<file path="config.mk">
export PLATFORM = sky130hd
export DESIGN_NAME = knight_top
export DESIGN_NICKNAME = d
export VERILOG_FILES = /design/src/hw/tour_pkg.sv /design/src/hw/cmd_pkg.sv /design/src/hw/move_store.sv /design/src/hw/move_decoder.sv /design/src/hw/tour_sequencer.sv /design/src/hw/knight_mover.sv /design/src/hw/knight_top.sv
export SDC_FILE = /design/constraint.sdc
export NUM_CORES = 1
export LEC_CHECK = 0
export BUFFER_PORTS_ARGS = -buffer_cell sky130_fd_sc_hd__buf_2
export CORE_AREA = 2 2 191 136
export DETAILED_ROUTE_END_ITERATION = 16
export DIE_AREA = 0 0 193 138
export GPL_TIMING_DRIVEN = 1
export PLACE_DENSITY = 0.56
export SETUP_SLACK_MARGIN = 0.2
export SKIP_CTS_REPAIR_TIMING = 1
export SLEW_MARGIN = 25
export SYNTH_ARGS = -nofsm -noshare
export SYNTH_HDL_FRONTEND = slang
export SYNTH_SLANG_ARGS = --single-unit
</file>
<file path="constraint.sdc">
create_clock -name clk -period 2.7 [get_ports clk]
set_input_delay 0.135 -clock clk [delete_from_list [all_inputs] [get_ports clk]]
set_output_delay 0.135 -clock clk [all_outputs]
set_load 0.005 [all_outputs]
</file>
<file path="src/hw/tour_pkg.sv">
// Board geometry and knight move encodings, imported by every block that handles moves or legs.
package tour_pkg;

  ////////////////////////////////////////
  // Board geometry.
  ////////////////////////////////////////
  localparam int BOARD_DIM = 5;   // Squares along one board edge.

  typedef logic [2:0] coord_t;    // One board coordinate.

  ////////////////////////////////////////
  // Stored tour moves.
  ////////////////////////////////////////
  // One-hot L-move. Vertical leg first, then horizontal leg.
  //   bit 0  2 north then 1 east.
  //   bit 1  2 north then 1 west.
  //   bit 2  1 north then 2 west.
  //   bit 3  1 south then 2 west.
  //   bit 4  2 south then 1 west.
  //   bit 5  2 south then 1 east.
  //   bit 6  1 south then 2 east.
  //   bit 7  1 north then 2 east.
  typedef logic [7:0] move_t;

  ////////////////////////////////////////
  // Leg of a move as sent to the mover.
  ////////////////////////////////////////
  typedef enum logic [7:0] {
    NORTH = 8'h00,                // Toward higher y.
    WEST  = 8'h3F,                // Toward lower x.
    SOUTH = 8'h7F,                // Toward lower y.
    EAST  = 8'hBF                 // Toward higher x.
  } heading_t;

  typedef struct packed {
    heading_t   heading;          // Direction of travel.
    logic [3:0] squares;          // Squares to cover.
  } leg_t;                        // 12 bits.

endpackage

</file>
<file path="src/hw/cmd_pkg.sv">
// Command word layout, opcodes and response codes for the mover command port.
package cmd_pkg;
  import tour_pkg::*;

  ////////////////////////////////////////
  // Opcodes.
  ////////////////////////////////////////
  localparam logic [3:0] OP_MOVE     = 4'b0100;  // Move one leg.
  localparam logic [3:0] OP_MOVE_FAN = 4'b0101;  // Move one leg with fanfare.
  localparam logic [3:0] OP_SETPOS   = 4'b0010;  // Place the knight directly.

  ////////////////////////////////////////
  // Response codes.
  ////////////////////////////////////////
  localparam logic [7:0] RESP_DONE = 8'hA5;  // Tour finished.
  localparam logic [7:0] RESP_BUSY = 8'h5A;  // Command done, tour not over.

  ////////////////////////////////////////
  // Command word views.
  ////////////////////////////////////////
  // Move view. Opcode and one leg.
  typedef struct packed {
    logic [3:0] opcode;
    leg_t       leg;
  } mv_view_t;

  // Set-position view. Opcode and target square.
  typedef struct packed {
    logic [3:0] opcode;
    logic [5:0] unused;   // Ignored by the mover.
    coord_t     x;
    coord_t     y;
  } pos_view_t;

  // One 16-bit word, decoded per opcode.
  typedef union packed {
    mv_view_t  mv;        // OP_MOVE and OP_MOVE_FAN.
    pos_view_t pos;       // OP_SETPOS.
  } cmd_t;

endpackage

</file>
<file path="src/hw/move_store.sv">
// Tour move memory, loaded by the host through a write strobe and read by the sequencer index.
`timescale 1ns/1ps

module move_store import tour_pkg::*; #(
  parameter  int NUM_MOVES = 24,
  localparam int IDX_W     = $clog2(NUM_MOVES)
) (
  input  logic             clk,
  input  logic             rst_n,
  input  logic             load_we,     // Host write strobe.
  input  logic [IDX_W-1:0] load_addr,   // Host write address.
  input  move_t            load_move,   // One-hot move to store.
  input  logic [IDX_W-1:0] mv_indx,     // Read address from sequencer.
  output move_t            move         // Move at mv_indx, one clock late.
);

  move_t mem [NUM_MOVES];   // Tour storage.

  ////////////////////////////////////////
  // Write port and registered read port.
  ////////////////////////////////////////
  always_ff @(posedge clk) begin
    if (load_we)
      mem[load_addr] <= load_move;   // Write lands on this edge.
    move <= mem[mv_indx];            // 1 cycle read latency.
  end

  ////////////////////////////////////////
  // Load checks.
  ////////////////////////////////////////
  // Host writes stay inside the tour and carry a legal one-hot move.
  a_load_legal : assert property (
    @(posedge clk) disable iff (!rst_n)
    load_we |-> (load_addr < IDX_W'(NUM_MOVES)) && $onehot(load_move)
  ) else $error("move_store: bad load addr %0d move %b", load_addr, load_move);

endmodule

</file>
<file path="src/hw/move_decoder.sv">
// Splits a one-hot knight move into its vertical or horizontal leg for the sequencer.
`timescale 1ns/1ps

module move_decoder import tour_pkg::*; (
  input  move_t move,       // One-hot move from the store.
  input  logic  leg_horz,   // High selects the horizontal leg.
  output leg_t  leg         // Heading and square count.
);

  heading_t   vert_head;    // North or south.
  heading_t   horz_head;    // East or west.
  logic [3:0] vert_sq;      // 1 or 2.
  logic [3:0] horz_sq;      // The other of 1 or 2.

  always_comb begin
    unique case (1'b1)
      move[0]: begin
        vert_head = NORTH;
        vert_sq   = 4'd2;
        horz_head = EAST;
      end
      move[1]: begin
        vert_head = NORTH;
        vert_sq   = 4'd2;
        horz_head = WEST;
      end
      move[2]: begin
        vert_head = NORTH;
        vert_sq   = 4'd1;
        horz_head = WEST;
      end
      move[3]: begin
        vert_head = SOUTH;
        vert_sq   = 4'd1;
        horz_head = WEST;
      end
      move[4]: begin
        vert_head = SOUTH;
        vert_sq   = 4'd2;
        horz_head = WEST;
      end
      move[5]: begin
        vert_head = SOUTH;
        vert_sq   = 4'd2;
        horz_head = EAST;
      end
      move[6]: begin
        vert_head = SOUTH;
        vert_sq   = 4'd1;
        horz_head = EAST;
      end
      move[7]: begin
        vert_head = NORTH;
        vert_sq   = 4'd1;
        horz_head = EAST;
      end
      default: begin                   // Empty move never reaches a leg.
        vert_head = heading_t'(8'hxx);
        vert_sq   = 4'hx;
        horz_head = heading_t'(8'hxx);
      end
    endcase
  end

  assign horz_sq = 4'd3 - vert_sq;     // An L covers 3 squares in all.

  // Pick the requested leg.
  always_comb begin
    if (leg_horz) begin
      leg.heading = horz_head;
      leg.squares = horz_sq;
    end else begin
      leg.heading = vert_head;
      leg.squares = vert_sq;
    end
  end

endmodule

</file>
<file path="src/hw/tour_sequencer.sv">
// Tour FSM that walks the stored moves, forms leg commands and shares the mover with the host port.
`timescale 1ns/1ps

module tour_sequencer import tour_pkg::*, cmd_pkg::*; #(
  parameter  int NUM_MOVES = 24,
  localparam int IDX_W     = $clog2(NUM_MOVES)
) (
  input  logic             clk,
  input  logic             rst_n,
  input  logic             start_tour,    // Replay request.
  input  leg_t             leg,           // Decoded leg of current move.
  input  cmd_t             ext_cmd,       // Host command.
  input  logic             ext_cmd_rdy,   // Host command valid.
  input  logic             clr_cmd_rdy,   // Mover took the command.
  input  logic             send_resp,     // Mover finished the command.
  output logic [IDX_W-1:0] mv_indx,       // Current move index.
  output logic             leg_horz,      // Horizontal leg in progress.
  output cmd_t             cmd,           // Muxed command to mover.
  output logic             cmd_rdy,       // Muxed command valid.
  output logic             ext_ack,       // Host command taken.
  output logic [7:0]       resp,          // Response code.
  output logic             fanfare,       // End of an L, or fanfare move done.
  output logic             tour_busy      // Tour owns the mover.
);

  typedef enum logic [2:0] {IDLE, FETCH, VERT, HOLDV, HORZ, HOLDH} state_t;

  state_t state;
  state_t nxt_state;
  logic   clr_index;     // Restart at move 0.
  logic   inc_index;     // Advance to next move.
  logic   last_move;     // Index points at final move.
  logic   tour_rdy;      // Tour side command valid.
  logic   ext_fan;       // Host command in flight was OP_MOVE_FAN.
  cmd_t   tour_cmd;      // Tour side command word.

  ////////////////////////////////////////
  // Move index.
  ////////////////////////////////////////
  always_ff @(posedge clk or negedge rst_n) begin
    if (!rst_n)
      mv_indx <= '0;
    else if (clr_index)
      mv_indx <= '0;
    else if (inc_index)
      mv_indx <= mv_indx + 1'b1;
  end

  assign last_move = (mv_indx == IDX_W'(NUM_MOVES - 1));

  ////////////////////////////////////////
  // State machine.
  ////////////////////////////////////////
  always_ff @(posedge clk or negedge rst_n) begin
    if (!rst_n)
      state <= IDLE;
    else
      state <= nxt_state;
  end

  always_comb begin
    nxt_state = state;
    clr_index = 1'b0;
    inc_index = 1'b0;
    case (state)
      IDLE: begin
        if (start_tour) begin
          clr_index = 1'b1;
          nxt_state = FETCH;              // Let the store read move 0.
        end
      end
      FETCH: nxt_state = VERT;            // Move valid from next cycle.
      VERT:  if (clr_cmd_rdy) nxt_state = HOLDV;
      HOLDV: if (send_resp) nxt_state = HORZ;
      HORZ:  if (clr_cmd_rdy) nxt_state = HOLDH;
      HOLDH: begin
        if (send_resp) begin
          if (last_move) begin
            nxt_state = IDLE;             // Tour complete.
          end else begin
            inc_index = 1'b1;
            nxt_state = FETCH;
          end
        end
      end
      default: nxt_state = IDLE;
    endcase
  end

  assign tour_busy = (state != IDLE);
  assign leg_horz  = (state == HORZ) || (state == HOLDH);
  assign tour_rdy  = (state == VERT) || (state == HORZ);   // Drops once taken.

  ////////////////////////////////////////
  // Command forming and mux.
  ////////////////////////////////////////
  always_comb begin
    tour_cmd            = '0;
    tour_cmd.mv.opcode  = leg_horz ? OP_MOVE_FAN : OP_MOVE;   // Fanfare closes the L.
    tour_cmd.mv.leg     = leg;
  end

  assign cmd     = tour_busy ? tour_cmd : ext_cmd;
  assign cmd_rdy = tour_busy ? tour_rdy : ext_cmd_rdy;
  assign ext_ack = clr_cmd_rdy & ~tour_busy;      // Host sees only its own ack.

  // Remember whether the host asked for fanfare.
  always_ff @(posedge clk or negedge rst_n) begin
    if (!rst_n)
      ext_fan <= 1'b0;
    else if (ext_ack)
      ext_fan <= (ext_cmd.mv.opcode == OP_MOVE_FAN);
  end

  ////////////////////////////////////////
  // Response side.
  ////////////////////////////////////////
  assign fanfare = send_resp & ((state == HOLDH) | (~tour_busy & ext_fan));
  assign resp    = ((state == HOLDH) && last_move) ? RESP_DONE : RESP_BUSY;

  // Host must not restart a running tour.
  a_no_restart : assert property (
    @(posedge clk) disable iff (!rst_n)
    start_tour |-> !tour_busy
  ) else $error("tour_sequencer: start_tour while busy");

  // Tour command holds until the mover takes it.
  a_cmd_hold : assert property (
    @(posedge clk) disable iff (!rst_n)
    tour_busy && cmd_rdy && !clr_cmd_rdy |=> $stable(cmd)
  ) else $error("tour_sequencer: cmd changed before clr_cmd_rdy");

endmodule

</file>
<file path="src/hw/knight_mover.sv">
// Mover that executes leg and set-position commands one square at a time and answers each one.
`timescale 1ns/1ps

module knight_mover import tour_pkg::*, cmd_pkg::*; #(
  parameter int SQUARE_CYCLES = 4
) (
  input  logic   clk,
  input  logic   rst_n,
  input  cmd_t   cmd,           // Command word.
  input  logic   cmd_rdy,       // Command valid.
  output logic   clr_cmd_rdy,   // Pulse when command latched.
  output logic   send_resp,     // Pulse when command finished.
  output coord_t pos_x,         // Knight column.
  output coord_t pos_y          // Knight row.
);

  localparam int CYC_W = (SQUARE_CYCLES > 1) ? $clog2(SQUARE_CYCLES) : 1;

  typedef enum logic [1:0] {M_IDLE, M_MOVE, M_FIN} mstate_t;

  mstate_t          state;
  cmd_t             cmd_q;       // Latched command.
  logic [3:0]       sq_left;     // Squares still to cover.
  logic [CYC_W-1:0] cyc_cnt;     // Clocks into current square.
  logic             is_move;     // Incoming opcode moves the knight.
  logic             sq_end;      // Last clock of a square.
  coord_t           step_x;      // Position after one square.
  coord_t           step_y;

  assign is_move = (cmd.mv.opcode == OP_MOVE) || (cmd.mv.opcode == OP_MOVE_FAN);
  assign sq_end  = (cyc_cnt == CYC_W'(SQUARE_CYCLES - 1));

  always_ff @(posedge clk) begin
    if ((state == M_IDLE) && cmd_rdy)
      cmd_q <= cmd;
  end

  // One square along the latched heading. North is +y, east is +x.
  always_comb begin
    step_x = pos_x;
    step_y = pos_y;
    case (cmd_q.mv.leg.heading)
      NORTH:   step_y = pos_y + 3'd1;
      SOUTH:   step_y = pos_y - 3'd1;
      EAST:    step_x = pos_x + 3'd1;
      WEST:    step_x = pos_x - 3'd1;
      default: ;                          // Bad heading stands still.
    endcase
  end

  ////////////////////////////////////////
  // Execution.
  ////////////////////////////////////////
  always_ff @(posedge clk or negedge rst_n) begin
    if (!rst_n) begin
      state       <= M_IDLE;
      clr_cmd_rdy <= 1'b0;
      send_resp   <= 1'b0;
      sq_left     <= '0;
      cyc_cnt     <= '0;
      pos_x       <= '0;
      pos_y       <= '0;
    end else begin
      clr_cmd_rdy <= 1'b0;               // Both strobes are single pulses.
      send_resp   <= 1'b0;
      case (state)
        M_IDLE: begin
          if (cmd_rdy) begin
            clr_cmd_rdy <= 1'b1;
            sq_left     <= cmd.mv.leg.squares;
            cyc_cnt     <= '0;
            state       <= is_move ? M_MOVE : M_FIN;
          end
        end
        M_MOVE: begin
          if (sq_left == 4'd0) begin       // Empty leg answers at once.
            send_resp <= 1'b1;
            state     <= M_IDLE;
          end else if (sq_end) begin
            cyc_cnt <= '0;
            pos_x   <= step_x;
            pos_y   <= step_y;
            sq_left <= sq_left - 4'd1;
            if (sq_left == 4'd1) begin
              send_resp <= 1'b1;
              state     <= M_IDLE;
            end
          end else begin
            cyc_cnt <= cyc_cnt + 1'b1;
          end
        end
        M_FIN: begin                       // Set-position or unknown opcode.
          if (cmd_q.pos.opcode == OP_SETPOS) begin
            pos_x <= cmd_q.pos.x;
            pos_y <= cmd_q.pos.y;
          end
          send_resp <= 1'b1;
          state     <= M_IDLE;
        end
        default: state <= M_IDLE;
      endcase
    end
  end

  // Every command stream keeps the knight on the board.
  a_on_board : assert property (
    @(posedge clk) disable iff (!rst_n)
    (pos_x < coord_t'(BOARD_DIM)) && (pos_y < coord_t'(BOARD_DIM))
  ) else $error("knight_mover: off board at (%0d,%0d)", pos_x, pos_y);

endmodule

</file>
<file path="src/hw/knight_top.sv">
// Top level of the tour replay, joining store, decoder, sequencer and mover for the host.
`timescale 1ns/1ps

module knight_top import tour_pkg::*, cmd_pkg::*; #(
  parameter  int NUM_MOVES     = 24,
  parameter  int SQUARE_CYCLES = 4,
  localparam int IDX_W         = $clog2(NUM_MOVES)
) (
  input  logic             clk,
  input  logic             rst_n,
  input  logic             load_we,       // Tour load strobe.
  input  logic [IDX_W-1:0] load_addr,
  input  move_t            load_move,
  input  logic             start_tour,
  input  cmd_t             ext_cmd,       // Host command port.
  input  logic             ext_cmd_rdy,
  output logic             ext_ack,
  output logic [7:0]       resp,
  output logic             resp_vld,
  output logic             fanfare,
  output logic             tour_busy,
  output coord_t           pos_x,
  output coord_t           pos_y
);

  move_t            move;          // Store to decoder.
  logic [IDX_W-1:0] mv_indx;       // Sequencer to store.
  logic             leg_horz;      // Sequencer to decoder.
  leg_t             leg;           // Decoder to sequencer.
  cmd_t             cmd;           // Sequencer to mover.
  logic             cmd_rdy;
  logic             clr_cmd_rdy;   // Mover back to sequencer.
  logic             send_resp;

  move_store #(.NUM_MOVES(NUM_MOVES)) u_store (
    .clk, .rst_n, .load_we, .load_addr, .load_move, .mv_indx, .move
  );

  move_decoder u_decoder (
    .move, .leg_horz, .leg
  );

  tour_sequencer #(.NUM_MOVES(NUM_MOVES)) u_seq (
    .clk, .rst_n, .start_tour, .leg, .ext_cmd, .ext_cmd_rdy, .clr_cmd_rdy,
    .send_resp, .mv_indx, .leg_horz, .cmd, .cmd_rdy, .ext_ack, .resp,
    .fanfare, .tour_busy
  );

  knight_mover #(.SQUARE_CYCLES(SQUARE_CYCLES)) u_mover (
    .clk, .rst_n, .cmd, .cmd_rdy, .clr_cmd_rdy, .send_resp, .pos_x, .pos_y
  );

  assign resp_vld = send_resp;   // Response strobe to host.

endmodule

</file>
Word level (Yosys, flattened, before mapping)
Memory sizes are Yosys's and may differ from the RTL's. A register that Yosys moved wholly into a read port is not among the register bits.
Cells that the tools add are included.
{"block": "totals", "memories": 1, "input_bits": 34, "mem_bits_ro": 0, "elab_cells": 134, "output_inout_bits": 18, "reg_bits": 41, "latch_bits": 0, "ramBits": 192}
{"name": "u_store.mem", "words": 24, "word_bits": 8, "read_ports": 1, "rd_ports_with_merged_regs": 1, "wr": 1, "line_no": "move_store.sv:17", "source": "move_t mem [NUM_MOVES];"}
{"block": "classes", "add_sub_neg": 8, "n_reduce_logical": 25, "n_bitwise": 5, "n_div": 0, "shifts": 0, "mul": 0, "muxes": 54, "n_eq_ne": 30, "n_lt_le_gt_ge": 0}
{"op": "two-way mux 3 bit", "count": 11}
{"op": "one-hot mux 8 bit (2 select lines)", "count": 2}
{"op": "one-hot mux 3 bit (2 select lines)", "count": 4}
{"op": "OR reduction 4 bit", "count": 6}
{"op": "one-hot mux 3 bit (6 select lines)", "count": 1}
{"op": "two-way mux 16 bit", "count": 1}
{"op": "two-way mux 2 bit", "count": 8}
{"op": "one-hot mux 4 bit (2 select lines)", "count": 2}
{"op": "two-way mux 1 bit", "count": 15}
{"op": "AND reduction 5 bit", "count": 3}
{"op": "!= test 2 x 1 -> 1 bit (second input constant)", "count": 7}
{"op": "equality test 4 x 3 -> 1 bit (second input constant)", "count": 3}
{"op": "two-way mux 12 bit", "count": 1}
{"op": "two-way mux 4 bit", "count": 3}
{"op": "two-way mux 5 bit", "count": 2}
{"op": "equality test 8 x 6 -> 1 bit (second input constant)", "count": 1}
{"op": "equality test 8 x 7 -> 1 bit (second input constant)", "count": 1}
{"op": "equality test 8 bit (second input constant)", "count": 1}
{"op": "zero test 8 bit", "count": 1}
{"op": "two-way mux 8 bit", "count": 1}
{"op": "one-hot mux 2 bit (2 select lines)", "count": 2}
{"op": "adder 3 x 1 -> 3 bit (second input constant)", "count": 2}
{"op": "equality test 3 x 2 -> 1 bit (second input constant)", "count": 2}
{"op": "equality test 3 bit (second input constant)", "count": 2}
{"op": "other kinds (27)", "count": 40}

Longest topological paths before layout
{"block": "depth", "ltp_word": 10, "mapped_depth": 9, "mapped_depth_nobuf": 9}

Hierarchy
A second synthesis with hierarchy kept.
{"block": "unflattened", "hier_cells": 626, "area_unflattened_um2": 10278.6}
{"module": "move_store", "area_each_um2": 7719.9, "cells_each": 383, "instances": 1, "seq_area_each_um2": 5925.7}
{"module": "knight_mover", "area_each_um2": 1681.6, "cells_each": 148, "instances": 1, "seq_area_each_um2": 880.8}
{"module": "tour_sequencer", "area_each_um2": 752.0, "cells_each": 80, "instances": 1, "seq_area_each_um2": 225.2}
{"module": "move_decoder", "area_each_um2": 125.1, "cells_each": 15, "instances": 1, "seq_area_each_um2": 0.0}

Worst setup path before layout
Ideal clock, no wire load.
{"block": "synth_path", "path_kind": "register to register", "from": "register u_mover.cmd_q[4] (netlist bit)", "to": "register u_mover.pos_x[2]", "required_ns": 2.575, "setup_time_ns": 0.125, "path_stages_with_launch": 10, "setup_slack_ns": 0.620, "arrival_ns": 1.956, "period_less_slack_ns": 2.080, "n_path_buf": 0, "path_cell_list": "edfxtp_1 nand4_2 or4_4 xnor2_1 ha_1 nor2_1 xor2_1 mux2i_1 o21ai_0 mux2_2"}
{"block": "synth_between", "elab_chain_cells": 5, "elab_cells_between_ends": 8, "classes_between": "3 x eq/ne; 4 x mux; 1 x reduce/logical"}
{"item": "start: declaration", "line_no": "knight_mover.sv:22", "source": "cmd_t cmd_q;"}
{"item": "start signal: assignment", "line_no": "knight_mover.sv:35", "source": "cmd_q <= cmd;"}
{"item": "equality test 8 x 6 -> 1 bit or equality test 8 bit (tied branches)", "line_no": "knight_mover.sv:42", "source": "case (cmd_q.mv.leg.heading)"}
{"item": "one-hot mux 3 bit (2 select lines)", "line_no": "knight_mover.sv:42"}
{"item": "two-way mux 3 bit", "line_no": "knight_mover.sv:79", "source": "end else if (sq_end) begin"}
{"item": "two-way mux 3 bit", "line_no": "knight_mover.sv:76", "source": "if (sq_left == 4'd0) begin"}
{"item": "one-hot mux 3 bit (2 select lines)", "line_no": "knight_mover.sv:66", "source": "case (state)"}
{"item": "end signal: assignment", "line_no": "knight_mover.sv:81", "source": "pos_x <= step_x;"}
{"item": "end signal: assignment", "line_no": "knight_mover.sv:94", "source": "pos_x <= cmd_q.pos.x;"}
{"item": "end: declaration", "line_no": "knight_mover.sv:13", "source": "output coord_t pos_x,"}
Parallel ways exist; a longest one is shown, timed or not. The select of a mux whose other input is x is not followed.
A chain may end at the register's enable or synchronous reset.

Worst setup path after layout
Same ends and word-level chain as after synthesis.

==> out/results.tsv <==
stage	metric	value	unit
worst_hold_path	critical hold path startpoint	ext_cmd[11]	
global_routing	pin count of the biggest net entering global routing	33	
floorplan	Die Area	26600	µm²
finish	most common library cell in the layout ignoring fill and taps	sky130_fd_sc_hd__edfxtp_1	
logic_synthesis	Synth async-reset ratio	0.116	
finish	final net count	658	
clocking	clk slew on worst S/H paths	60	ps
run	count of max-cap constraint violations	0	
power_and_ir_drop	Worst VDD drop	0.000555	V
setup_path	required arrival time at the worst endpoint	3080	ps
finish	Filler Cells Inserted	2256	
clocking	clock tree buffer depth	3	
floorplan	Floorplan Core Area	25100	µm²
finish	sequential cell area	6290	µm²
logic_synthesis	most used flip-flop cell after synthesis	sky130_fd_sc_hd__edfxtp_1	
drt	final routed DRC violation total	0	
setup_path	WS Path Type	register to register	
drt	number of violations reported at the end of detailed-routing iteration 0	348	
timing	final sum of negative setup slack	0	ps
clocking	TritonCTS clock tree	yes	
drt	detailed-route wire length per cell	20.5	µm
global_routing	Overflow after GRT	0	
finish	number of antenna repair diodes	0	
logic_synthesis	gate count after technology mapping	547	
global_routing	Total Routing Usage GR	0.148	
logic_synthesis	Post-synth EDFFs	184	
timing	achievable frequency	0.437	GHz
timing	worst slew pin tran	954	ps
global_routing	wire length of the first global-routing pass	29600	µm
timing	Final Hold Viols	0	
worst_hold_path	worst hold-check path type	primary input to register	
clocking	number of levels in the clock H-tree	1	
power_and_ir_drop	power density over the cells	975	nW/µm²
setup_path	slack of the worst reg-to-reg path	410	ps
setup_path	CP arrival	2670	ps
placed_design	final weighted congestion of routability-driven global placement	0.809	
drt	Antenna Nets Post-Route	0	
worst_hold_path	Worst Hold Endpoint	u_mover.cmd_q[11]	
logic_synthesis	Synth Area per Inst	16.6	µm²
drt	via count	5034	
global_routing	vias in the first global route	4963	
run_status	result of the run	completed	
worst_hold_path	cell count of the worst hold path	3	
clocking	CTS Buf Count	22	
drt	detailed-route vias per instance	5.25	
clocking	clock latency on the worst-skew pair	520	ps
floorplan	FP Rows	49	
timing	RSZ-0062 raised after global routing	no	
floorplan	chip height	138	µm
setup_path	Worst Setup Start Kind	register	
logic_synthesis	warnings from Yosys	0	
setup_path	logic depth of the worst register-to-register path	9	
setup_path	kind of capture point of the worst setup path	register	
logic_synthesis	sequential area share after synthesis	0.694	
timing	relative max-transition margin	0.358	
finish	relative area change from synthesis to final layout	16.3	%
finish	most used cells in the layout excluding fill and tap cells	184 x sky130_fd_sc_hd__edfxtp_1, 50 x sky130_fd_sc_hd__buf_2, 42 x sky130_fd_sc_hd__mux4_2	
setup_path	CP max FO	5	
finish	number of standard cells in the final layout excluding fillers	958	
placed_design	number of cells after detailed placement	909	
setup_path	Reg-to-Reg Start	u_mover.cmd_q[4]	
finish	share of layout cells above drive strength 1	0.242	
drt	WL final	19700	µm
global_routing	antenna violations before repair	0	
logic_synthesis	flop and latch count out of synthesis	216	
clocking	TritonCTS sink count	216	
floorplan	overall die width	193	µm
floorplan	starting density of the core	0.361	
logic_synthesis	Net Count, Synth	590	
clocking	CTS Root Buffer Type	sky130_fd_sc_hd__clkbuf_16	
timing	setup violators final	0	
setup_path	Crit Reg-Reg Endpoint	u_mover.pos_x[2]	
timing	Final Critical Period	2290	ps
finish	total area of multi-input combinational cells	2560	µm²
placed_design	Port Buffers	50	
timing	Worst Skew	25.0	ps
drt	first-pass iteration count of the detailed router	5	
floorplan	io pins	52	
logic_synthesis	library cells used by synthesis	57	
setup_path	Critical path origin	u_mover.cmd_q[4]	
timing	final worst-path cycle share	0.848	
timing	final max-slew violation count	0	
placed_design	HPWL after detailed placement	12600	µm
logic_synthesis	netlist area before placement	9060	µm²
power_and_ir_drop	leakage power figure	3.57	nW
## final cells by class
cell class / count / area share
Inverter: 15 / 0.00534
Sequential cell: 216 / 0.597
Tap cell: 331 / 0.0393
Timing Repair Buffer: 74 / 0.0463
Clock buffer: 26 / 0.0546
Clock inverter: 10 / 0.0148
Multi-Input combinational cell: 286 / 0.243
## where the power goes
part / internal, mW / switching, mW
combinational: 1.36 / 1.52
clock: 1.89 / 1.22
sequential: 3.98 / 0.311
## per-layer routing
| metal | track usage | vias to the layer above | share of wire |
|---|---|---|---|
| li1 | - | 2297 | - |
| met1 | 0.227 | 2560 | 0.47 |
| met2 | 0.223 | 151 | 0.45 |
| met3 | 0.0277 | 26 | 0.058 |
| met4 | 0.0275 | 0 | 0.014 |
| met5 | 0 | - | 0 |
## per-stage QoR
step	worst slack, ps	utilization	area [µm²]	power [mW]	hold slack (ps)
2_1_floorplan	620	-	9060	6.35	-161
3_3_place_gp	434	0.385	9670	7.14	170
3_5_place_dp	424	0.385	9670	7.22	181
4_1_cts	344	0.414	10400	10.4	-350
5_1_grt	231	0.420	10500	10.8	99.3
6_report	411	0.420	10500	10.3	83.7
## flip-flops by register name, summed over array words and instances, names as in the netlist
signal and flops:
u_mover.clr_cmd_rdy 1, u_mover.cmd_q 16, u_mover.cyc_cnt 2, u_mover.pos_x 3, u_mover.pos_y 3, u_mover.send_resp 1, u_mover.sq_left 4, u_mover.state 2
u_seq.ext_fan 1, u_seq.mv_indx 5, u_seq.state 3, u_store.mem 168, u_store.move 7
## synth_stat cells (all sizes together), types with 2 or more instances
cell    instances  area share
clkbuf         10      0.0041
a211oi          2      0.0017
o21ai          25       0.014
inv            14      0.0058
nand4           5      0.0041
o21bai          9      0.0075
nor4            6      0.0048
a221oi          2      0.0019
mux2i          10       0.011
nand2          16      0.0066
or4             3      0.0029
a21oi          17      0.0098
ha              9       0.012
buf            20       0.014
and2            7      0.0048
dfxtp           7       0.015
nand3           4      0.0022
mux4           42        0.10
o22ai          10      0.0069
xor2            5      0.0048
or3             2      0.0014
a22o            9      0.0087
nand3b          4      0.0033
nor3b           4      0.0039
xnor2           3      0.0029
nor2           40       0.017
mux2            8      0.0099
edfxtp        184        0.61
nand4b          3      0.0029
nor3           10      0.0055
a21o            8      0.0066
nand2b          4      0.0028
dfrtp          25       0.069
or3b            3      0.0029
a22oi           4      0.0033
nor2b           2      0.0014
## critical path, stage by stage (launching register included)
cell                       delay, ps
sky130_fd_sc_hd__edfxtp_1        440
sky130_fd_sc_hd__nand4_4         150
sky130_fd_sc_hd__or4_4           520
sky130_fd_sc_hd__xnor2_1         180
sky130_fd_sc_hd__ha_1            210
sky130_fd_sc_hd__nor2_1           60
sky130_fd_sc_hd__xor2_1          140
sky130_fd_sc_hd__mux2i_1         120
sky130_fd_sc_hd__o21ai_0          90
sky130_fd_sc_hd__mux2_2          280
## worst max path at each step
stage	to	depth (start not counted)	slack, ps
after detailed placement	u_mover.pos_x[2]	9	420
after global placement	u_mover.pos_x[2]	9	430
after global routing	u_mover.pos_x[2]	9	230
after CTS	resp[5]	5	340
final	u_mover.pos_x[2]	9	410
after floorplan	u_mover.pos_x[2]	9	620
## cells by family after synthesis
kind of cell | count (synthesis) | synth area share
AO/OA/AOI/OAI | 92 | 0.0663
XOR/XNOR | 8 | 0.00773
adder cells (fa/ha/maj) | 9 | 0.0124
buffers and inverters | 45 | 0.0246
flip-flops | 216 | 0.694
multiplexers | 60 | 0.125
AND/OR/NAND/NOR | 117 | 0.0697
No activity file was read; power rests on OpenSTA's default activity.
